### src/hdl/oflow_core_pkg.sv
// ---------------------------------------------------------------------
// core sizes, field widths and score constants of the tracker
// vector typedefs for coordinates, scores, ids, rows and pe indices
// ---------------------------------------------------------------------
`default_nettype none

package oflow_core_pkg;

  // ---------------------------------------------------------------------
  // sizes
  // ---------------------------------------------------------------------
  localparam int PE_NUM    = 4;   // processing elements
  localparam int PE_LEN    = 2;   // pe index width
  localparam int ROW_NUM   = 8;   // score board depth, max objects per frame
  localparam int ROW_LEN   = 3;   // row index width
  localparam int COORD_LEN = 8;   // one coordinate
  localparam int SCORE_LEN = 9;   // |dx|+|dy| fits with one spare code
  localparam int ID_LEN    = 8;   // track id

  // ---------------------------------------------------------------------
  // vector types
  // ---------------------------------------------------------------------
  typedef logic [COORD_LEN-1:0] coord_t;
  typedef logic [SCORE_LEN-1:0] score_t;
  typedef logic [ID_LEN-1:0]    id_t;
  typedef logic [ROW_LEN-1:0]   row_t;
  typedef logic [PE_LEN-1:0]    pe_t;

  // largest score still accepted as the same object
  localparam score_t SCORE_THR   = score_t'(32);
  // reported by a pe with no tracked object, max real score is 510
  localparam score_t SCORE_EMPTY = '1;

endpackage

`default_nettype wire

### src/hdl/oflow_bus_pkg.sv
// ---------------------------------------------------------------------
// packed structs for input object, match beat and score board row
// resolver state encoding
// ---------------------------------------------------------------------
`default_nettype none

package oflow_bus_pkg;

  // one detected object from the host
  typedef struct packed {
    oflow_core_pkg::coord_t x;
    oflow_core_pkg::coord_t y;
    logic                   last;  // final object of the frame
  } obj_in_t;

  // one result beat per row
  typedef struct packed {
    oflow_core_pkg::row_t row;
    oflow_core_pkg::id_t  id;
    logic                 is_new;  // fresh id, no old track matched
    logic                 last;    // closes the frame
  } match_t;

  // one score board row inside a pe
  typedef struct packed {
    oflow_core_pkg::score_t score;
    oflow_core_pkg::id_t    id;
    logic                   pointer;  // row claimed this pe
    oflow_core_pkg::coord_t x;
    oflow_core_pkg::coord_t y;
  } sb_entry_t;

  typedef enum logic [2:0] {
    IDLE,    // accepting objects
    SCAN,    // read one pe per cycle
    DECIDE,  // pick and write back
    EMIT,    // hold beat until taken
    UPDATE   // pes adopt claimed rows
  } cr_state_t;

endpackage

`default_nettype wire

### src/hdl/interface_cr_pe.sv
// ---------------------------------------------------------------------
// score board access between conflict resolver and pe bank
// read mux by pe_sel, write strobe demux by pe_to_change
// ---------------------------------------------------------------------
`timescale 1ns/100ps
`default_nettype none

module interface_cr_pe (
  input  logic                                clk,  // assertion sampling only
  // pe side
  input  oflow_core_pkg::score_t              pe_score [oflow_core_pkg::PE_NUM],
  input  oflow_core_pkg::id_t                 pe_id [oflow_core_pkg::PE_NUM],
  output oflow_core_pkg::row_t                pe_row_sel,
  output logic [oflow_core_pkg::PE_NUM-1:0]   pe_write_to_pointer,
  output logic [oflow_core_pkg::PE_NUM-1:0]   pe_write_to_id,
  output logic                                pe_data_pointer,
  output oflow_core_pkg::id_t                 pe_data_id,
  output oflow_core_pkg::row_t                pe_row_to_change,
  // resolver side
  input  oflow_core_pkg::row_t                row_sel,
  input  oflow_core_pkg::pe_t                 pe_sel,
  input  oflow_core_pkg::row_t                row_to_change,
  input  oflow_core_pkg::pe_t                 pe_to_change,
  input  logic                                data_pointer,
  input  logic                                write_to_pointer,
  input  oflow_core_pkg::id_t                 data_id,
  input  logic                                write_to_id,
  output oflow_core_pkg::score_t              score,
  output oflow_core_pkg::id_t                 id
);

  assign score = pe_score[pe_sel];  // read mux
  assign id    = pe_id[pe_sel];

  assign pe_row_sel       = row_sel;  // shared by all pes
  assign pe_row_to_change = row_to_change;
  assign pe_data_pointer  = data_pointer;
  assign pe_data_id       = data_id;

  // strobe demux so only the target pe writes
  always_comb begin
    pe_write_to_pointer               = '0;
    pe_write_to_pointer[pe_to_change] = write_to_pointer;
  end

  always_comb begin
    pe_write_to_id               = '0;
    pe_write_to_id[pe_to_change] = write_to_id;
  end

  // pointer and id of a claim land on the same pe
  always @(posedge clk) begin
    assert (pe_write_to_pointer == pe_write_to_id)
      else $error("pointer and id strobes disagree on the target pe");
  end

endmodule

`default_nettype wire

### src/hdl/oflow_conflict_resolve.sv
// ---------------------------------------------------------------------
// conflict resolver doing greedy row by row matching over the pe bank
// new id counter, claim write back and match stream
// ---------------------------------------------------------------------
`timescale 1ns/100ps
`default_nettype none

module oflow_conflict_resolve (
  input  logic                   clk,
  input  logic                   rst_n,
  input  logic                   obj_valid,
  output logic                   obj_ready,
  input  logic                   obj_last,
  output logic                   frame_start,
  output oflow_core_pkg::row_t   obj_row,
  output oflow_bus_pkg::match_t  match,
  output logic                   match_valid,
  input  logic                   match_ready,
  output logic                   frame_update,
  output oflow_core_pkg::row_t   row_sel,
  output oflow_core_pkg::pe_t    pe_sel,
  input  oflow_core_pkg::score_t score,
  input  oflow_core_pkg::id_t    id,
  output oflow_core_pkg::row_t   row_to_change,
  output oflow_core_pkg::pe_t    pe_to_change,
  output logic                   data_pointer,
  output oflow_core_pkg::id_t    data_id,
  output logic                   write_to_pointer,
  output logic                   write_to_id
);

  localparam oflow_core_pkg::pe_t PE_LAST = oflow_core_pkg::pe_t'(oflow_core_pkg::PE_NUM - 1);

  oflow_bus_pkg::cr_state_t state;

  oflow_core_pkg::row_t                last_row;  // row with last flag
  oflow_core_pkg::pe_t                 pe_cnt;    // scan position
  logic [oflow_core_pkg::PE_NUM-1:0]   claimed;   // pes taken this frame
  oflow_core_pkg::id_t                 new_id;
  logic                                best_found;
  oflow_core_pkg::score_t              best_score;
  oflow_core_pkg::pe_t                 best_pe;
  oflow_core_pkg::id_t                 best_id;
  logic                                free_found;
  oflow_core_pkg::pe_t                 free_pe;

  logic accept;     // input beat transfers
  logic take_best;  // scanned pe beats current best
  logic take_free;  // first unclaimed empty pe
  logic claim;

  // ---------------------------------------------------------------------
  // handshakes and scan compare
  // ---------------------------------------------------------------------
  assign obj_ready    = (state == oflow_bus_pkg::IDLE);
  assign accept       = obj_valid && obj_ready;
  assign frame_start  = accept && (obj_row == '0);  // first object of frame
  assign match_valid  = (state == oflow_bus_pkg::EMIT);
  assign frame_update = (state == oflow_bus_pkg::UPDATE);

  assign take_best = !claimed[pe_cnt] && (score <= oflow_core_pkg::SCORE_THR)
                     && (!best_found || score < best_score);  // strict compare keeps lower index
  assign take_free = !claimed[pe_cnt] && (score == oflow_core_pkg::SCORE_EMPTY) && !free_found;

  assign row_sel = obj_row;  // walk reuses row counter
  assign pe_sel  = pe_cnt;

  // write back during decide only
  assign claim            = (state == oflow_bus_pkg::DECIDE) && (best_found || free_found);
  assign row_to_change    = obj_row;
  assign pe_to_change     = best_found ? best_pe : free_pe;
  assign data_pointer     = 1'b1;
  assign data_id          = best_found ? best_id : new_id;
  assign write_to_pointer = claim;
  assign write_to_id      = claim;

  // ---------------------------------------------------------------------
  // fsm and control
  // ---------------------------------------------------------------------
  always_ff @(posedge clk or negedge rst_n) begin
    if (!rst_n) begin
      state      <= oflow_bus_pkg::IDLE;
      obj_row    <= '0;
      pe_cnt     <= '0;
      claimed    <= '0;
      new_id     <= '0;
      best_found <= 1'b0;
      free_found <= 1'b0;
    end else begin
      case (state)
        oflow_bus_pkg::IDLE: begin
          if (accept) begin
            obj_row <= obj_last ? '0 : obj_row + 1'b1;  // restart at row 0 for the walk
            if (obj_last) state <= oflow_bus_pkg::SCAN;
          end
        end
        oflow_bus_pkg::SCAN: begin
          pe_cnt <= pe_cnt + 1'b1;  // wraps to 0 for next row
          if (take_best) best_found <= 1'b1;
          if (take_free) free_found <= 1'b1;
          if (pe_cnt == PE_LAST) state <= oflow_bus_pkg::DECIDE;
        end
        oflow_bus_pkg::DECIDE: begin
          best_found <= 1'b0;
          free_found <= 1'b0;
          if (claim) claimed[pe_to_change] <= 1'b1;
          if (!best_found) new_id <= new_id + 1'b1;  // wraps
          state <= oflow_bus_pkg::EMIT;
        end
        oflow_bus_pkg::EMIT: begin
          if (match_ready) begin  // stall otherwise
            if (match.last) begin
              state <= oflow_bus_pkg::UPDATE;
            end else begin
              obj_row <= obj_row + 1'b1;
              state   <= oflow_bus_pkg::SCAN;
            end
          end
        end
        oflow_bus_pkg::UPDATE: begin
          claimed <= '0;
          obj_row <= '0;
          state   <= oflow_bus_pkg::IDLE;
        end
        default: state <= oflow_bus_pkg::IDLE;
      endcase
    end
  end

  // payload of scan results and match beat
  always_ff @(posedge clk) begin
    if (accept && obj_last) last_row <= obj_row;
    if (state == oflow_bus_pkg::SCAN && take_best) begin
      best_score <= score;
      best_pe    <= pe_cnt;
      best_id    <= id;
    end
    if (state == oflow_bus_pkg::SCAN && take_free) free_pe <= pe_cnt;
    if (state == oflow_bus_pkg::DECIDE) begin
      match.row    <= obj_row;
      match.id     <= data_id;
      match.is_new <= !best_found;
      match.last   <= (obj_row == last_row);
    end
  end

  a_match_stable: assert property (@(posedge clk) disable iff (!rst_n)
    match_valid && !match_ready |=> match_valid && $stable(match))
    else $error("match beat changed while stalled");

  // a claim only lands on a pe still free in this frame
  a_claim_free_pe: assert property (@(posedge clk) disable iff (!rst_n)
    write_to_pointer |-> !claimed[pe_to_change])
    else $error("claim on a pe already taken this frame");

endmodule

`default_nettype wire

### src/hdl/oflow_pe.sv
// ---------------------------------------------------------------------
// processing element holding one tracked object
// scores every new object as |dx|+|dy| into a private score board
// ---------------------------------------------------------------------
`timescale 1ns/100ps
`default_nettype none

module oflow_pe (
  input  logic                   clk,
  input  logic                   rst_n,
  input  oflow_bus_pkg::obj_in_t obj,
  input  logic                   obj_write,
  input  oflow_core_pkg::row_t   obj_row,
  input  logic                   frame_start,
  input  logic                   frame_update,
  input  oflow_core_pkg::row_t   row_sel,
  input  logic                   write_to_pointer,
  input  logic                   write_to_id,
  input  logic                   data_pointer,
  input  oflow_core_pkg::id_t    data_id,
  input  oflow_core_pkg::row_t   row_to_change,
  output oflow_core_pkg::score_t score,
  output oflow_core_pkg::id_t    id
);

  oflow_bus_pkg::sb_entry_t sb [oflow_core_pkg::ROW_NUM];  // score board

  logic                   trk_valid;  // pe owns a track
  oflow_core_pkg::coord_t trk_x;
  oflow_core_pkg::coord_t trk_y;
  oflow_core_pkg::id_t    trk_id;

  oflow_core_pkg::coord_t dx;
  oflow_core_pkg::coord_t dy;
  oflow_core_pkg::score_t new_score;
  logic                   hit;      // some row points here
  oflow_core_pkg::row_t   hit_row;

  // ---------------------------------------------------------------------
  // distance
  // ---------------------------------------------------------------------
  assign dx = (obj.x > trk_x) ? obj.x - trk_x : trk_x - obj.x;  // |dx|
  assign dy = (obj.y > trk_y) ? obj.y - trk_y : trk_y - obj.y;  // |dy|
  assign new_score = trk_valid ? oflow_core_pkg::score_t'(dx) + oflow_core_pkg::score_t'(dy)
                               : oflow_core_pkg::SCORE_EMPTY;   // free pe

  // lowest row with pointer set, one claim per frame anyway
  always_comb begin
    hit     = 1'b0;
    hit_row = '0;
    for (int r = oflow_core_pkg::ROW_NUM - 1; r >= 0; r--) begin
      if (sb[r].pointer) begin
        hit     = 1'b1;
        hit_row = oflow_core_pkg::row_t'(r);
      end
    end
  end

  // ---------------------------------------------------------------------
  // score board and tracked payload
  // ---------------------------------------------------------------------
  always_ff @(posedge clk) begin
    if (frame_start) begin
      for (int r = 0; r < oflow_core_pkg::ROW_NUM; r++) begin
        sb[r].pointer <= 1'b0;  // new frame, no claims
      end
    end
    if (obj_write) begin
      sb[obj_row].score <= new_score;
      sb[obj_row].id    <= trk_id;   // read back by resolver
      sb[obj_row].x     <= obj.x;
      sb[obj_row].y     <= obj.y;
    end
    if (write_to_pointer) begin
      sb[row_to_change].pointer <= data_pointer;
    end
    if (write_to_id) begin
      sb[row_to_change].id <= data_id;  // matched or fresh id
    end
    if (frame_update && hit) begin
      trk_x  <= sb[hit_row].x;  // adopt claiming object
      trk_y  <= sb[hit_row].y;
      trk_id <= sb[hit_row].id;
    end
  end

  always_ff @(posedge clk or negedge rst_n) begin
    if (!rst_n) begin
      trk_valid <= 1'b0;
    end else if (frame_update) begin
      trk_valid <= hit;  // unclaimed pe drops its track
    end
  end

  assign score = sb[row_sel].score;  // read port toward resolver
  assign id    = sb[row_sel].id;

  // resolver only pulses update after the whole frame was taken in
  a_no_write_on_update: assert property (@(posedge clk) disable iff (!rst_n)
    !(obj_write && frame_update))
    else $error("object written during frame update");

endmodule

`default_nettype wire

### src/hdl/oflow_track_top.sv
// ---------------------------------------------------------------------
// tracker top, object and match streams
// pe bank, score board interface and conflict resolver
// ---------------------------------------------------------------------
`timescale 1ns/100ps
`default_nettype none

module oflow_track_top (
  input  logic                  clk,
  input  logic                  rst_n,
  input  oflow_bus_pkg::obj_in_t obj,
  input  logic                  obj_valid,
  output logic                  obj_ready,
  output oflow_bus_pkg::match_t match,
  output logic                  match_valid,
  input  logic                  match_ready
);

  logic                              obj_write;  // object broadcast strobe
  logic                              frame_start;
  logic                              frame_update;
  oflow_core_pkg::row_t              obj_row;
  // pe side of the interface
  oflow_core_pkg::score_t            pe_score [oflow_core_pkg::PE_NUM];
  oflow_core_pkg::id_t               pe_id [oflow_core_pkg::PE_NUM];
  oflow_core_pkg::row_t              pe_row_sel;
  logic [oflow_core_pkg::PE_NUM-1:0] pe_write_to_pointer;
  logic [oflow_core_pkg::PE_NUM-1:0] pe_write_to_id;
  logic                              pe_data_pointer;
  oflow_core_pkg::id_t               pe_data_id;
  oflow_core_pkg::row_t              pe_row_to_change;
  // resolver side
  oflow_core_pkg::row_t              row_sel;
  oflow_core_pkg::pe_t               pe_sel;
  oflow_core_pkg::score_t            score;
  oflow_core_pkg::id_t               id;
  oflow_core_pkg::row_t              row_to_change;
  oflow_core_pkg::pe_t               pe_to_change;
  logic                              data_pointer;
  oflow_core_pkg::id_t               data_id;
  logic                              write_to_pointer;
  logic                              write_to_id;

  assign obj_write = obj_valid && obj_ready;  // every pe scores each accepted object

  // ---------------------------------------------------------------------
  // pe bank
  // ---------------------------------------------------------------------
  for (genvar g = 0; g < oflow_core_pkg::PE_NUM; g++) begin : g_pe
    oflow_pe pe_i (
      .clk, .rst_n, .obj, .obj_write, .obj_row, .frame_start, .frame_update,
      .row_sel          (pe_row_sel),
      .write_to_pointer (pe_write_to_pointer[g]),
      .write_to_id      (pe_write_to_id[g]),
      .data_pointer     (pe_data_pointer),
      .data_id          (pe_data_id),
      .row_to_change    (pe_row_to_change),
      .score            (pe_score[g]),
      .id               (pe_id[g])
    );
  end

  interface_cr_pe if_i (
    .clk, .pe_score, .pe_id, .pe_row_sel, .pe_write_to_pointer, .pe_write_to_id,
    .pe_data_pointer, .pe_data_id, .pe_row_to_change,
    .row_sel, .pe_sel, .row_to_change, .pe_to_change, .data_pointer,
    .write_to_pointer, .data_id, .write_to_id, .score, .id
  );

  oflow_conflict_resolve cr_i (
    .clk, .rst_n, .obj_valid, .obj_ready,
    .obj_last (obj.last),
    .frame_start, .obj_row, .match, .match_valid, .match_ready, .frame_update,
    .row_sel, .pe_sel, .score, .id, .row_to_change, .pe_to_change,
    .data_pointer, .data_id, .write_to_pointer, .write_to_id
  );

endmodule

`default_nettype wire

### config.mk
export PLATFORM = sky130hd
export DESIGN_NAME = oflow_track_top
export DESIGN_NICKNAME = d
export VERILOG_FILES = /design/src/hdl/oflow_core_pkg.sv /design/src/hdl/oflow_bus_pkg.sv /design/src/hdl/interface_cr_pe.sv /design/src/hdl/oflow_conflict_resolve.sv /design/src/hdl/oflow_pe.sv /design/src/hdl/oflow_track_top.sv
export SDC_FILE = /design/constraint.sdc
export NUM_CORES = 2
export LEC_CHECK = 0
export ABC_AREA = 1
export BUFFER_PORTS_ARGS = -buffer_cell sky130_fd_sc_hd__clkbuf_2
export CORE_AREA = 5 5 353 355
export DETAILED_ROUTE_END_ITERATION = 16
export DIE_AREA = 0 0 358 360
export HOLD_SLACK_MARGIN = 0.05
export SLEW_MARGIN = 20
export SYNTH_ARGS = -nofsm -noshare
export SYNTH_HDL_FRONTEND = slang
export SYNTH_SLANG_ARGS = --single-unit
export TNS_END_PERCENT = 10
### constraint.sdc
create_clock -name clk -period 5.45 [get_ports clk]
set_input_delay 0.545 -clock clk [delete_from_list [all_inputs] [get_ports clk]]
set_output_delay 0.545 -clock clk [all_outputs]
set_load 0.05 [all_outputs]
### Word level (Yosys, flattened, before mapping)

Memory sizes are Yosys's and may differ from the RTL's. A register that Yosys moved wholly into a read port is not among the register bits.
Index checks and enable logic that the tools add are counted.

| storage, ports and cells | value |
|---|---|
| flip-flop bits (word level) | 63 |
| memory bits (writable) | 1,088 |
| input bits | 21 |
| output and inout port bits | 15 |
| logic and storage cells | 236 |
| memories | 4 |

| operators by class | value |
|---|---|
| $add $sub $neg | 23 |
| $lt $le $gt $ge | 14 |
| equal/unequal tests | 15 |
| multiplexer cells | 121 |
| bitwise operators | 8 |
| reduce and logical (&&, ||, !) cells | 31 |

Memories:

| name | words | bits a word | read ports | clocked after Yosys merged registers in | wr ports | RTL line | source |
|---|---|---|---|---|---|---|---|
| g_pe[0].pe_i.sb | 8 | 34 | 10 | 1 | 9 | oflow_pe.sv:26 | `oflow_bus_pkg::sb_entry_t sb [oflow_core_pkg::ROW_NUM];` |
| g_pe[1].pe_i.sb | 8 | 34 | 10 | 1 | 9 | oflow_pe.sv:26 |  |
| g_pe[2].pe_i.sb | 8 | 34 | 10 | 1 | 9 | oflow_pe.sv:26 |  |
| g_pe[3].pe_i.sb | 8 | 34 | 10 | 1 | 9 | oflow_pe.sv:26 |  |

Operator list:

| operator | count |
|---|---|
| 8-bit subtractor | 16 |
| 3-bit two-way mux | 41 |
| 8-bit two-way mux | 15 |
| 8-bit greater-than comparator | 8 |
| 9-bit two-way mux | 6 |
| 1-bit two-way mux | 48 |
| 8-bit by 8-bit adder with 9-bit output | 4 |
| 9-bit binary-select mux with 2-bit select | 1 |
| 8-bit binary-select mux with 2-bit select | 1 |
| 1-bit logical AND | 15 |
| 3-bit one-hot mux with 4 select lines | 1 |
| 9-bit equality test, second input constant | 1 |
| 9-bit by 6-bit less-or-equal comparator with 1-bit output, second input constant | 1 |
| 9-bit less-than comparator | 1 |
| 3-bit one-hot mux with 3 select lines | 1 |
| 8-bit by 1-bit adder with 8-bit output, second input constant | 1 |
| 2-bit by 1-bit != test with 1-bit output, second input constant | 4 |
| 2-bit != test, second input constant | 4 |
| 4-bit one-hot mux with 2 select lines | 1 |
| 2-bit AND reduction | 4 |
| 4-bit AND reduction | 2 |
| 3-bit by 2-bit equality test with 1-bit output, second input constant | 2 |
| 3-bit zero test | 2 |
| 2-bit by 3-bit less-than comparator with 1-bit output, second input constant | 2 |
| 22 further kinds | 30 |

### Depth between registers and ports, before layout

An unclocked memory read counts as a cell.

| depth | value |
|---|---|
| depth in word-level cells | 10 |
| depth in mapped cells | 29 |
| depth with buffers taken out | 28 |

### By module

From an unflattened synthesis, not the netlist that was laid out.

| unflattened totals | value |
|---|---|
| cells, all modules | 7,464 |
| area total of the unflattened synthesis | 66,715.2 µm² |

By module, submodules not included:

| module | instances | cells each | area an instance (µm²) | sequential area each (µm²) |
|---|---|---|---|---|
| oflow_pe at g_pe[2].pe_i ... | 2 | 1,744 | 15,727.6 | 8,913.5 |
| oflow_pe at g_pe[0].pe_i | 1 | 1,739 | 15,758.9 | 8,913.5 |
| oflow_pe at g_pe[1].pe_i | 1 | 1,744 | 15,728.8 | 8,913.5 |
| oflow_conflict_resolve | 1 | 265 | 2,752.6 | 1,661.6 |
| interface_cr_pe | 1 | 226 | 1,012.2 | 0.0 |
| oflow_track_top | 1 | 2 | 7.5 | 0.0 |

### Least setup slack after synthesis

No wires, ideal clock.

| timing | value |
|---|---|
| path kind | register -> register |
| from | reg cr_i.state[2] |
| to | mem g_pe[0].pe_i.sb[0][0] (netlist name) (enable) |
| setup time | 0.462 ns |
| arrival time | 4.386 ns |
| required time | 4.988 ns |
| slack | 0.602 ns |
| stages on the path, launching flop included | 5 |
| path buffers | 1 |
| period minus slack after synthesis | 4.848 ns |
| cells stage by stage | dfrtp_1 -> nor3_1 -> nand2_1 -> clkbuf_1 -> nor2_1 |

RTL lines:

| what | RTL line | source |
|---|---|---|
| from (decl) | oflow_conflict_resolve.sv:34 | `oflow_bus_pkg::cr_state_t state;` |
| from (signal assigned) | oflow_conflict_resolve.sv:82 | `state <= oflow_bus_pkg::IDLE;` |
| from (signal assigned) | oflow_conflict_resolve.sv:94 | `if (obj_last) state <= oflow_bus_pkg::SCAN;` |
| from (signal assigned) | oflow_conflict_resolve.sv:101 | `if (pe_cnt == PE_LAST) state <= oflow_bus_pkg::DECIDE;` |
| to (decl) | oflow_pe.sv:26 |  |

==> results.yml <==
run_status:
  outcome: "finished clean"
min_path:
  min_path_cells: 3
  holdCritPathClass: "input port to flip-flop"
synth:
  synth_async_sr_flop_share_pct: 3.01
  synth_top_flop_cell: "edfxtp_1"
  syn_area_mm2: 0.0457
  synth-seq-area-share_pct: 55.7
  synth_area_leaders: "edfxtp_1, nand2_1, o21ai_0"
  postSynthCellCount: 4815
  synth-warning-count: 0
  count_of_flip_flops_with_a_built_in_enable_after_synthesis: 805
  library_cell_occupying_the_most_area_in_the_post_synthesis_netlist: "edfxtp_1"
  synth.lib_cells_used.distinct: 56
  syn_nets: 5020
  syn-mean-instance-area_um2: 9.50
  synth_top_area_share_pct: 52.8
  postSynthRegisterBits: 863
clocking:
  cts_root_buffer: "clkbuf_16"
  cts_tree: "built"
  clock_tree.buffer_depth: 3
  worstSkewPairLatency_ns: 0.67
  cts_htree_levels: 3
  tritoncts_num_sinks: 863
  clock_pin_slew_of_the_registers_on_the_worst_case_setup_and_hold_paths_ns: 0.06
  tritoncts.num_buffers: 93
cells_and_area:
  syn2layout_area_growth_pct: 11.5
  fill_cells: 11700
  fin_cells: 6506
  final_cell_area_mm2: 0.0510
  final_common_cell: "nand2_1"
  drive_gt1_share_pct: 7.40
  mostFrequentLayoutCells: "nand2_1, edfxtp_1, o21ai_0"
  final_core_util_pct: 42.1
  final_net_count: 5008
floorplanning:
  core_area_mm2: 0.121
  num_rows: 128
  die_w_um: 358
  dieHeight_um: 360
  initial_core_util_pct: 37.8
  design.die.area_mm2: 0.129
  pin_count: 36
drt:
  via_count: 35700
  route.antenna.remaining_nets: 0
  avg_vias_per_cell: 5.49
  wirelength_mm: 146
  mean_routed_wirelength_per_cell_um: 22.4
  remaining_drc_errors: 0
  drt_pre_antenna_iters: 6
  drtIter0Drc: 3571
setup_path:
  setup.worst_path.class: "flip-flop to flip-flop"
  critPathSlowestCell: "o21ai_0"
  end_kind: "flip-flop"
  worstPathCellList: "ha_1 -> nand2_1 -> o21ai_0 -> nand2_1 -> o311ai_0 -> nand2_1 -> o21ai_0 -> xor2_1 -> inv_1 -> ha_1 -> nand2_1 -> nor2_1 -> a211oi_1 -> inv_1 -> nand2_1 -> nand2_1 -> a21oi_1 -> nor2_1 -> o21ai_0"
  worst_ep_required_time_ns: 5.77
  crit_family: "compound AO/OA/AOI/OAI gates"
  worst-path-stages: 19
  rr_worst_depth: 19
  cpMostUsedCell: "nand2_1"
  cp_peak_stage_delay_ns: 0.76
  critPathMaxFanout: 11
  critical_path_buf_inv_count: 2
  timing.critical_path.from_type: "flip-flop"
  worst-endpoint-arrival_ns: 4.93
placed_design:
  dpl.hpwl_mm: 93.5
  placement.io_buffers: 35
  place.detailed.instances: 6332
  post_place_cell_area_mm2: 0.0480
  final_gp_congestion: 0.940
  detailedPlace.worstSlack_ns: 0.382
timing:
  rsz0062_at_grt: "false"
  worst-slew-pin-transition_ns: 1.17
  relSlewSlack_pct: 21.5
  setup_slack_ns: 0.836
  finalHoldWorstSlack_ns: 0.198
  clock-skew-final_ns: 0.0278
  finalHoldViolCount: 0
  finalMaxSlewViolations: 0
  fin_crit_ns: 4.61
  clock.fmax_ghz: 0.217
  min_period_over_period_pct: 84.7
  setup_total_negative_slack_ns: 0
  timing.final.setup_violations: 0
power:
  vdd_drop_max_v: 0.000512
  static-leakage-power_nw: 19.9
  total_power_mw: 31.7
  p_per_area_mw_per_mm2: 622
flow_run:
  max_cap_viol_count: 0
grt:
  grt_start_max_net_pins: 112
  grt_first_pass_wirelength_mm: 216
  grt_use_total_pct: 22.0
  grt_overflow_total: 0
  number_of_antenna_violations_at_the_first_check_in_global_routing: 3
  grt_pass1_vias: 33700
## registers in the layout (all words and copies together) (netlist names), 2 cells and up
register	flops
cr_i.best_pe	2
cr_i.new_id	8
g_pe.pe_i.sb	704
cr_i.best_id	8
cr_i.obj_row	3
cr_i.free_pe	2
cr_i.state	3
g_pe.pe_i.trk_valid	4
g_pe.pe_i.trk_id	32
cr_i.pe_sel	2
cr_i.claimed	4
cr_i.best_score	9
g_pe.pe_i.trk_y	32
cr_i.last_row	3
cr_i.match	13
g_pe.pe_i.trk_x	32
## tightest hold or removal path, cell delays in order
cell,delay [ns]
clkbuf_2,0.08
or2_2,0.12
o21ai_0,0.07
## routing by layer
metal	wire (um)	part of all wire [%]	up-vias	global-route usage (%)
met1	62000	42	17100	31.0
met4	4860	3.3	0	7.39
li1	-	-	16700	-
met3	12500	8.5	272	3.15
met2	66600	46	1635	35.1
met5	0	0	-	0
## repair_timing
action | CTS | global route
hold buffers | 1 | 0
hold endpoints to repair | 26 | 0
resized for setup | 0 | 0
buffers inserted | 0 | 0
## cells by family (layout without fill, tap and decap cells)
family	after synthesis	after routing	synth area share (%)
buffers and inverters	784	849	6.85
AO/OA/AOI/OAI	1382	1382	16.7
multiplexers	16	16	0.383
other	0	1	0
flip-flops	863	863	55.7
AND/OR/NAND/NOR	1508	1508	13.5
adder cells (fa/ha/maj)	184	184	5.36
XOR/XNOR	78	78	1.49
## synthesized netlist by cell type, types with 5 or more instances
cell type / n
o211ai_1: 26
nor2_1: 261
nor3_1: 30
o21ai_1: 18
a211oi_1: 9
nor2_4: 6
or2_2: 17
inv_1: 525
a31oi_1: 8
nand2_1: 950
inv_2: 7
a221oi_1: 28
ha_1: 164
o21ai_0: 602
buf_2: 84
o21bai_1: 6
a22oi_1: 16
buf_6: 6
o22ai_1: 28
nand3_1: 192
fa_1: 20
edfxtp_1: 805
o221ai_1: 23
a21oi_1: 497
o2111ai_1: 16
o21a_1: 69
buf_4: 10
buf_1: 22
o2bb2ai_1: 13
a21o_1: 9
clkbuf_1: 128
mux2_2: 12
dfrtp_1: 26
dfxtp_1: 32
xnor2_1: 10
a21boi_0: 5
xor2_1: 68
nand4_1: 34
## power breakdown
part / switching (mW) / total (mW) / internal (mW) / leakage [nW]
registers: 0.339 / 9.08 / 8.74 / 7.76
clock network: 2.67 / 6.30 / 3.63 / 1.47
logic: 11.6 / 16.3 / 4.68 / 10.6
## final timing paths
check	start	endpoint	slack, ns
min in group asynchronous	rst_n	g_pe[0].pe_i.trk_valid	0.55
worst max-delay path	g_pe[2].pe_i.trk_y[3]	g_pe[2].pe_i.sb[1][31]	0.84
max in group asynchronous	rst_n	cr_i.obj_row[0]	4.18
worst min-delay path	match_ready	cr_i.state[1]	0.20
worst min register to register	cr_i.new_id[7]	cr_i.new_id[7]	0.47
worst max register to register	g_pe[2].pe_i.trk_y[3]	g_pe[2].pe_i.sb[1][31]	0.84
## final cells by class
cell class	count	area, um^2	share of cell area (%)
Inverter	534	2010	3.94
Clock inverter	53	487	0.954
Antenna cell	1	2.50	0.00491
Sequential cell	863	25500	49.9
Tap cell	1625	2030	3.99
Multi-Input combinational cell	3168	17400	34.0
Timing Repair Buffer	143	1130	2.21
Clock buffer	119	2510	4.92
Power figures use the tool's default switching activity.
